===== src/source/fft_defines.svh =====
// fixed-point FFT butterfly width and lane count definitions
`ifndef FFT_DEFINES_SVH
`define FFT_DEFINES_SVH

// ==========================================================================
// word format
// ==========================================================================

// two's complement word width of one real or imaginary part
`define FFT_WIDTH 16

// fraction bits, Q1.14 for a 16 bit word
`define FFT_FRAC_BITS 14

// ==========================================================================
// batch shape
// ==========================================================================

// butterflies per batch, one lane handled per clock
// 2, 4 or 8 all work
`define FFT_LANES 4

// twiddle index width, picks k = 0..7 of W16^k
`define FFT_TW_BITS 3

`endif

===== src/source/fft_pkg.sv =====
// shared fixed-point, complex, lane and FSM types for the butterfly unit
`default_nettype none

`include "fft_defines.svh"

package fft_pkg;

  // ========================================================================
  // scalar and complex words
  // ========================================================================

  // signed Q1.14 word
  typedef logic signed [`FFT_WIDTH-1:0] fixed_t;

  // complex value, re in the upper half
  typedef struct packed {
    fixed_t re;
    fixed_t im;
  } cplx_t;

  // index k of the twiddle W16^k
  typedef logic [`FFT_TW_BITS-1:0] tw_idx_t;

  // ========================================================================
  // lane and batch payloads
  // ========================================================================

  // operands of one butterfly
  typedef struct packed {
    cplx_t   a;
    cplx_t   b;
    tw_idx_t tw;
  } lane_req_t;

  // c = a + w*b, d = a - w*b
  typedef struct packed {
    cplx_t c;
    cplx_t d;
  } lane_resp_t;

  typedef lane_req_t  [`FFT_LANES-1:0] bfly_req_t;
  typedef lane_resp_t [`FFT_LANES-1:0] bfly_resp_t;
  typedef cplx_t      [`FFT_LANES-1:0] twiddle_vec_t;

  // butterfly control states
  typedef enum logic [1:0] {
    idle = 2'd0,
    comp = 2'd1,
    done = 2'd2
  } bfly_state_e;

endpackage

`default_nettype wire


===== src/source/fft_butterfly_unit.sv =====
// radix-2 FFT butterfly unit top, per-lane twiddle tables feeding one iterative core
`default_nettype none
`timescale 1ns/1ps

`include "fft_defines.svh"

module fft_butterfly_unit (
  input  logic                clk,
  input  logic                reset,
  // input batch
  input  logic                recv_val,
  output logic                recv_rdy,
  input  fft_pkg::bfly_req_t  req,
  // output batch
  output logic                send_val,
  input  logic                send_rdy,
  output fft_pkg::bfly_resp_t resp
);

  // ==========================================================================
  // twiddle lookup
  // ==========================================================================

  // resolved twiddles, captured by the core together with req
  fft_pkg::twiddle_vec_t tw_vec;

  genvar i;
  generate
    for (i = 0; i < `FFT_LANES; i++) begin : g_tw
      twiddle_rom tw_rom (
        .idx (req[i].tw),
        .w   (tw_vec[i])
      );
    end
  endgenerate

  // ==========================================================================
  // butterfly core
  // ==========================================================================

  iterative_butterfly bfly (
    .clk      (clk),
    .reset    (reset),
    .recv_val (recv_val),
    .recv_rdy (recv_rdy),
    .req      (req),
    .tw       (tw_vec),
    .send_val (send_val),
    .send_rdy (send_rdy),
    .resp     (resp)
  );

endmodule

`default_nettype wire


===== src/source/iterative_butterfly.sv =====
// iterative radix-2 butterfly that runs one lane per cycle through a shared multiplier
`default_nettype none
`timescale 1ns/1ps

`include "fft_defines.svh"

module iterative_butterfly (
  input  logic                  clk,
  input  logic                  reset,
  input  logic                  recv_val,
  output logic                  recv_rdy,
  input  fft_pkg::bfly_req_t    req,
  input  fft_pkg::twiddle_vec_t tw,
  output logic                  send_val,
  input  logic                  send_rdy,
  output fft_pkg::bfly_resp_t   resp
);

  // ==========================================================================
  // declarations
  // ==========================================================================

  // captured operands with one entry per lane
  fft_pkg::cplx_t [`FFT_LANES-1:0] a_q;
  fft_pkg::cplx_t [`FFT_LANES-1:0] b_q;
  fft_pkg::twiddle_vec_t           w_q;

  // results that drive resp directly
  fft_pkg::bfly_resp_t resp_q;

  // control
  fft_pkg::bfly_state_e          state;
  fft_pkg::bfly_state_e          state_nxt;
  logic [$clog2(`FFT_LANES)-1:0] lane;
  logic                          last_lane;
  logic                          accept;

  // datapath of the lane being worked on
  fft_pkg::cplx_t      cur_a;
  fft_pkg::cplx_t      cur_b;
  fft_pkg::cplx_t      cur_w;
  fft_pkg::cplx_t      prod;
  fft_pkg::lane_resp_t lane_res;

  // ==========================================================================
  // handshake
  // ==========================================================================

  assign recv_rdy = (state == fft_pkg::idle);
  assign send_val = (state == fft_pkg::done);
  assign accept   = recv_val && recv_rdy;
  assign resp     = resp_q;

  assign last_lane = (lane == ($clog2(`FFT_LANES))'(`FFT_LANES - 1));

  // ==========================================================================
  // FSM
  // ==========================================================================

  always_comb begin
    state_nxt = state;
    case (state)
      fft_pkg::idle: begin
        if (recv_val) begin
          state_nxt = fft_pkg::comp;
        end
      end
      // one lane per edge until the last one
      fft_pkg::comp: begin
        if (last_lane) begin
          state_nxt = fft_pkg::done;
        end
      end
      // hold the result until the consumer takes it
      fft_pkg::done: begin
        if (send_rdy) begin
          state_nxt = fft_pkg::idle;
        end
      end
      default: state_nxt = fft_pkg::idle;
    endcase
  end

  always_ff @(posedge clk) begin
    if (reset) begin
      state <= fft_pkg::idle;
      lane  <= '0;
    end else begin
      state <= state_nxt;
      // counter walks 0 upward while computing and returns to 0 for the next batch
      if (state == fft_pkg::comp) begin
        if (last_lane) begin
          lane <= '0;
        end else begin
          lane <= lane + 1'b1;
        end
      end
    end
  end

  // ==========================================================================
  // operand capture
  // ==========================================================================

  // tw indices are already resolved to twiddles one level up
  always_ff @(posedge clk) begin
    if (accept) begin
      for (int i = 0; i < `FFT_LANES; i++) begin
        a_q[i] <= req[i].a;
        b_q[i] <= req[i].b;
      end
      w_q <= tw;
    end
  end

  // ==========================================================================
  // shared multiplier and lane update
  // ==========================================================================

  assign cur_a = a_q[lane];
  assign cur_b = b_q[lane];
  assign cur_w = w_q[lane];

  complex_multiplier cmul (
    .x (cur_b),
    .y (cur_w),
    .p (prod)
  );

  // sums wrap modulo 2^16 without saturation
  assign lane_res.c.re = cur_a.re + prod.re;
  assign lane_res.c.im = cur_a.im + prod.im;
  assign lane_res.d.re = cur_a.re - prod.re;
  assign lane_res.d.im = cur_a.im - prod.im;

  always_ff @(posedge clk) begin
    if (reset) begin
      resp_q <= '0;
    end else if (state == fft_pkg::comp) begin
      resp_q[lane] <= lane_res;
    end
  end

  // ==========================================================================
  // assertions
  // ==========================================================================

  // result valid exactly FFT_LANES cycles after the accepting edge
  a_result_timing: assert property (@(posedge clk) disable iff (reset)
    accept |-> ##(`FFT_LANES + 1) send_val);

  // a stalled consumer sees the same result and valid until it takes it
  a_resp_hold: assert property (@(posedge clk) disable iff (reset)
    (send_val && !send_rdy) |=> (send_val && $stable(resp)));

  // lane counter wraps after the last lane and rests at zero between batches
  a_lane_idle: assert property (@(posedge clk) disable iff (reset)
    (state != fft_pkg::comp) |-> (lane == '0));

endmodule

`default_nettype wire


===== src/source/twiddle_rom.sv =====
// twiddle table, maps index k to the Q1.14 root of unity W16^k
`default_nettype none
`timescale 1ns/1ps

`include "fft_defines.svh"

module twiddle_rom (
  input  fft_pkg::tw_idx_t idx,
  output fft_pkg::cplx_t   w
);

  // ==========================================================================
  // W16^k = cos(2*pi*k/16) - j*sin(2*pi*k/16)
  // ==========================================================================

  // each entry is round(value * 2^14)
  // only the upper half circle is needed, k stops at 7
  always_comb begin
    case (idx)
      // k=0, angle 0
      3'd0: begin
        w.re = fft_pkg::fixed_t'(16384);
        w.im = fft_pkg::fixed_t'(0);
      end
      // k=1, cos 22.5 = 0.92388, sin 22.5 = 0.38268
      3'd1: begin
        w.re = fft_pkg::fixed_t'(15137);
        w.im = fft_pkg::fixed_t'(-6270);
      end
      // k=2, 45 deg, 0.70711 both ways
      3'd2: begin
        w.re = fft_pkg::fixed_t'(11585);
        w.im = fft_pkg::fixed_t'(-11585);
      end
      // k=3, 67.5 deg
      3'd3: begin
        w.re = fft_pkg::fixed_t'(6270);
        w.im = fft_pkg::fixed_t'(-15137);
      end
      // k=4, -j
      3'd4: begin
        w.re = fft_pkg::fixed_t'(0);
        w.im = fft_pkg::fixed_t'(-16384);
      end
      // k=5, 112.5 deg, cosine turns negative
      3'd5: begin
        w.re = fft_pkg::fixed_t'(-6270);
        w.im = fft_pkg::fixed_t'(-15137);
      end
      // k=6, 135 deg
      3'd6: begin
        w.re = fft_pkg::fixed_t'(-11585);
        w.im = fft_pkg::fixed_t'(-11585);
      end
      // k=7, 157.5 deg
      3'd7: begin
        w.re = fft_pkg::fixed_t'(-15137);
        w.im = fft_pkg::fixed_t'(-6270);
      end
    endcase
  end

endmodule

`default_nettype wire


===== src/source/complex_multiplier.sv =====
// combinational three-multiplier fixed-point complex product with truncation
`default_nettype none
`timescale 1ns/1ps

`include "fft_defines.svh"

module complex_multiplier (
  input  fft_pkg::cplx_t x,
  input  fft_pkg::cplx_t y,
  output fft_pkg::cplx_t p
);

  // ==========================================================================
  // operand unpacking
  // ==========================================================================

  // plain signed copies so every product below is a signed product
  fft_pkg::fixed_t xr;
  fft_pkg::fixed_t xi;
  fft_pkg::fixed_t yr;
  fft_pkg::fixed_t yi;

  assign xr = x.re;
  assign xi = x.im;
  assign yr = y.re;
  assign yi = y.im;

  // ==========================================================================
  // Gauss arrangement
  // ==========================================================================

  // pre-adders, one extra bit so the sums never wrap
  logic signed [`FFT_WIDTH:0] sum_x;
  logic signed [`FFT_WIDTH:0] dif_y;
  logic signed [`FFT_WIDTH:0] sum_y;

  // products of a (W+1) and a W bit operand fit in 2W+1 bits
  logic signed [2*`FFT_WIDTH:0] k1;
  logic signed [2*`FFT_WIDTH:0] k2;
  logic signed [2*`FFT_WIDTH:0] k3;

  // exact parts, one more bit for the final add or subtract
  logic signed [2*`FFT_WIDTH+1:0] re_full;
  logic signed [2*`FFT_WIDTH+1:0] im_full;

  assign sum_x = xr + xi;
  assign dif_y = yi - yr;
  assign sum_y = yr + yi;

  // k1 = yr*(xr+xi), k2 = xr*(yi-yr), k3 = xi*(yr+yi)
  assign k1 = yr * sum_x;
  assign k2 = xr * dif_y;
  assign k3 = xi * sum_y;

  // re = xr*yr - xi*yi
  assign re_full = k1 - k3;
  // im = xr*yi + xi*yr
  assign im_full = k1 + k2;

  // ==========================================================================
  // rescale
  // ==========================================================================

  // arithmetic shift floors toward minus infinity, then keep the low word
  assign p.re = fft_pkg::fixed_t'(re_full >>> `FFT_FRAC_BITS);
  assign p.im = fft_pkg::fixed_t'(im_full >>> `FFT_FRAC_BITS);

endmodule

`default_nettype wire


===== config.mk =====
export PLATFORM = sky130hd
export DESIGN_NAME = fft_butterfly_unit
export DESIGN_NICKNAME = d
export VERILOG_FILES = /design/src/source/fft_pkg.sv /design/src/source/fft_butterfly_unit.sv /design/src/source/iterative_butterfly.sv /design/src/source/twiddle_rom.sv /design/src/source/complex_multiplier.sv
export VERILOG_INCLUDE_DIRS = /design/src /design/src/source
export SDC_FILE = /design/constraint.sdc
export NUM_CORES = 2
export LEC_CHECK = 0
export ABC_AREA = 1
export ABC_CLOCK_PERIOD_IN_PS = 29000
export BUFFER_PORTS_ARGS = -buffer_cell sky130_fd_sc_hd__buf_2
export CAP_MARGIN = 40
export CORE_MARGIN = 2
export CORE_UTILIZATION = 67
export DETAILED_ROUTE_END_ITERATION = 6
export PLACE_DENSITY_LB_ADDON = 0.12
export SYNTH_ARGS = -nofsm -noshare
export SYNTH_HDL_FRONTEND = slang
export SYNTH_SLANG_ARGS = --single-unit

===== constraint.sdc =====
create_clock -name clk -period 29 [get_ports clk]
set_input_delay 2.9 -clock clk [delete_from_list [all_inputs] [get_ports clk]]
set_output_delay 2.9 -clock clk [all_outputs]
set_load 0.05 [all_outputs]

==> flow_metrics.py <==
metrics = {
    "timing": {
        "fin_setup_tns_ns": 0,
        "rsz0062_at_grt": "no",
        "setup_viol": 0,
        "fin_crit_sh_pct": 60.2,
        "tightest_slew_ns": 1.13,
        "max_freq_mhz": 57.3,
        "clock_skew_ns": 0.0520,
        "finalHoldViolations": 0,
        "slew_headroom_pct": 24.4,
        "period_minus_slack_ns": 17.45,
        "slew_viol_final": 0,
    },
    "grt": {
        "grt_pass1_vias": 45300,
        "grt_first_pass_wirelength_mm": 261,
        "grt_max_degree": 186,
        "grt-ovfl-total": 0,
        "antenna_found_initial": 12,
        "grt_usage_pct": 40.4,
    },
    "detailed_routing": {
        "ant_nets": 0,
        "drc": 0,
        "drt-wirelength-per-cell_um": 22.1,
        "via_per_inst": 5.83,
        "drt_first_pass_iters": 6,
        "vias": 45500,
        "wirelength_mm": 172,
        "first_iter_violations": 4779,
    },
    "clock_network": {
        "cts_tree": "built",
        "clkTransAtPathRegs_ns": 0.07,
        "cts_buffer_depth": 3,
        "ctsResizeCount": 0,
        "cts_made_buffers": 59,
        "h-tree-depth": 2,
        "clk_latency_ns": 0.65,
        "ctsHoldBuffers": 0,
        "cts_setup_buffers": 0,
        "clock-root-buffer": "clkbuf_16",
        "cts.sinks": 580,
    },
    "placed_design": {
        "gp_congestion": 1.03,
        "portBuffers": 529,
        "dp_hpwl_mm": 138,
    },
    "yosys": {
        "syn_area_per_cell_um2": 9.06,
        "synth_seq_cells": 580,
        "syn_inst": 6228,
        "yosysSeqAreaShare_pct": 26.4,
        "synth_top_area_share_pct": 29.3,
        "synth_warnings": 0,
        "synth_area_um2": 56400,
        "ys_types": 61,
        "synth_edf_count": 328,
        "synth_flop_cell": "edfxtp_1",
        "async_flop_share_pct": 0,
        "syn_nets": 7702,
        "yosys-top-cells-area": "fa_1, edfxtp_1, dfxtp_1",
        "yosysTopAreaCell": "fa_1",
    },
    "final_layout": {
        "n_fill_cell": 6354,
        "multi_input_area_um2": 35500,
        "regArea_um2": 14900,
        "final_net_count": 8137,
        "drive_above_1_share_pct": 11.7,
        "syn2layout_area_growth_pct": 9.87,
    },
    "critical_path": {
        "start_kind": "register",
        "critPathMostFrequentCell": "inv_1",
        "worstPathArrival_ns": 18.06,
        "max_stage_delay_ns": 0.91,
        "critPathKind": "reg -> reg",
        "critPathMaxFanout": 66,
        "cp_slowest_cell": "a32oi_1",
        "worst-endpoint-required_ns": 29.60,
        "cp-end-kind": "register",
    },
    "floorplan": {
        "die_w_um": 294,
        "ios": 530,
        "rows": 106,
        "fp.dieH_um": 294,
        "die_area_um2": 86500,
        "initial_core_util_pct": 67.5,
        "core_area_um2": 83600,
    },
    "hold_path": {
        "hold_path.class": "reg -> reg",
    },
    "flow_run": {
        "max-cap-violations": 0,
    },
    "run_status": {
        "status": "complete, no violations",
    },
}
-- registers in the layout, summed over array words and instances (netlist names) --
name        flops
bfly.resp     248
bfly.w_q       72
bfly.state      2
bfly.a_q      128
bfly.b_q      128
bfly.lane       2
-- synthesized netlist by cell type, types with 3 or more instances --
library cell  instances
ha_1                377
a21o_1               11
a21oi_1             198
a21boi_0              6
nand3_2              11
dfxtp_1             252
inv_1              1310
nand2_1             891
clkbuf_1            167
o22ai_1              32
clkinv_1             21
a221oi_1              3
xnor2_1              38
o21a_1               23
a32oi_2               3
fa_1                825
inv_2                12
or2_2                41
o21ai_0             368
nor3_1               14
nand3_1             155
buf_1                12
edfxtp_1            328
nand4_1              21
o21bai_1            211
xor2_1              127
a32oi_1              19
nand3b_1              8
buf_6                 6
a31oi_1              11
a211oi_1              4
nor4_1                6
nand2_2              13
o21ai_1              25
nor2_1              616
buf_4                12
buf_2                21
-- per-layer routing --
layer  vias up  global-route usage, %  routed length, µm
li1      20100                      -                  -
met1     22100                   53.4              64000
met2      2724                   61.5              76900
met3       571                   12.0              21700
met4         8                   19.0               9600
met5         -                      0                 58
-- stage by stage --
step	utilization, %	hold slack [ns]	area (µm²)	instances	setup WS, ns
floorplan	-	0.529	56400	6228	15.21
global placement	71.7	0.453	59900	7666	12.25
detailed placement	71.8	0.456	60000	7678	11.97
CTS	74.1	0.478	61900	7789	11.93
global route	74.2	0.497	62000	7798	10.70
finish	74.2	0.479	62000	7804	11.55
-- critical path: cells and delay by family (launching register included) --
| kind | cells | cell delay [ns] |
|---|---|---|
| AOI/OAI and AO/OA | 17 | 4.04 |
| xor gates and xnor gates | 4 | 2.03 |
| adders and majority gates | 15 | 6.79 |
| buffers and inverters | 16 | 2.77 |
| DFF | 1 | 0.69 |
| and+or+nand+nor | 8 | 1.07 |
-- path summary, 6_finish.rpt --
kind                                     start              to  slack [ns]  depth (start not counted)
worst max-delay path              bfly.lane[1]   bfly.resp[14]       11.55                         60
worst max register to register    bfly.lane[1]   bfly.resp[14]       11.55                         60
worst min register to register  bfly.resp[114]  bfly.resp[114]        0.48                          2
worst min-delay path            bfly.resp[114]  bfly.resp[114]        0.48                          2
-- cell type report --
class,instances,area share [%]
multi-input cells,4086,57.4
inverters,1344,8.17
clock inverters,28,0.462
well taps,1080,2.18
flip-flops and latches,580,24.0
diodes,11,0.0444
clock buffers,83,2.64
repair buffers,592,5.11
-- placed cells by master, fill, tap and decap left out, types with 155 or more instances in the layout --
cell type,instances
o21bai_1,211
a21oi_1,198
buf_2,529
nand2_1,889
edfxtp_1,328
ha_1,377
dfxtp_1,250
inv_1,1308
nand3_1,155
o21ai_0,367
fa_1,825
nor2_1,615
-- cell families (layout without fill, tap and decap cells) --
| kind of cell | after synthesis | after routing | share of synthesized area, % |
|---|---|---|---|
| adders and majority gates | 1202 | 1202 | 37.6 |
| xor gates and xnor gates | 167 | 167 | 2.63 |
| buffers and inverters | 1562 | 2047 | 10.6 |
| AOI/OAI and AO/OA | 933 | 933 | 9.86 |
| DFF | 580 | 580 | 26.4 |
| other | 0 | 11 | 0 |
| and+or+nand+nor | 1784 | 1784 | 12.9 |
Power is left out: the tool's default activity adds up to more than one toggle a clock period on the data nets, which glitch-free logic cannot reach.
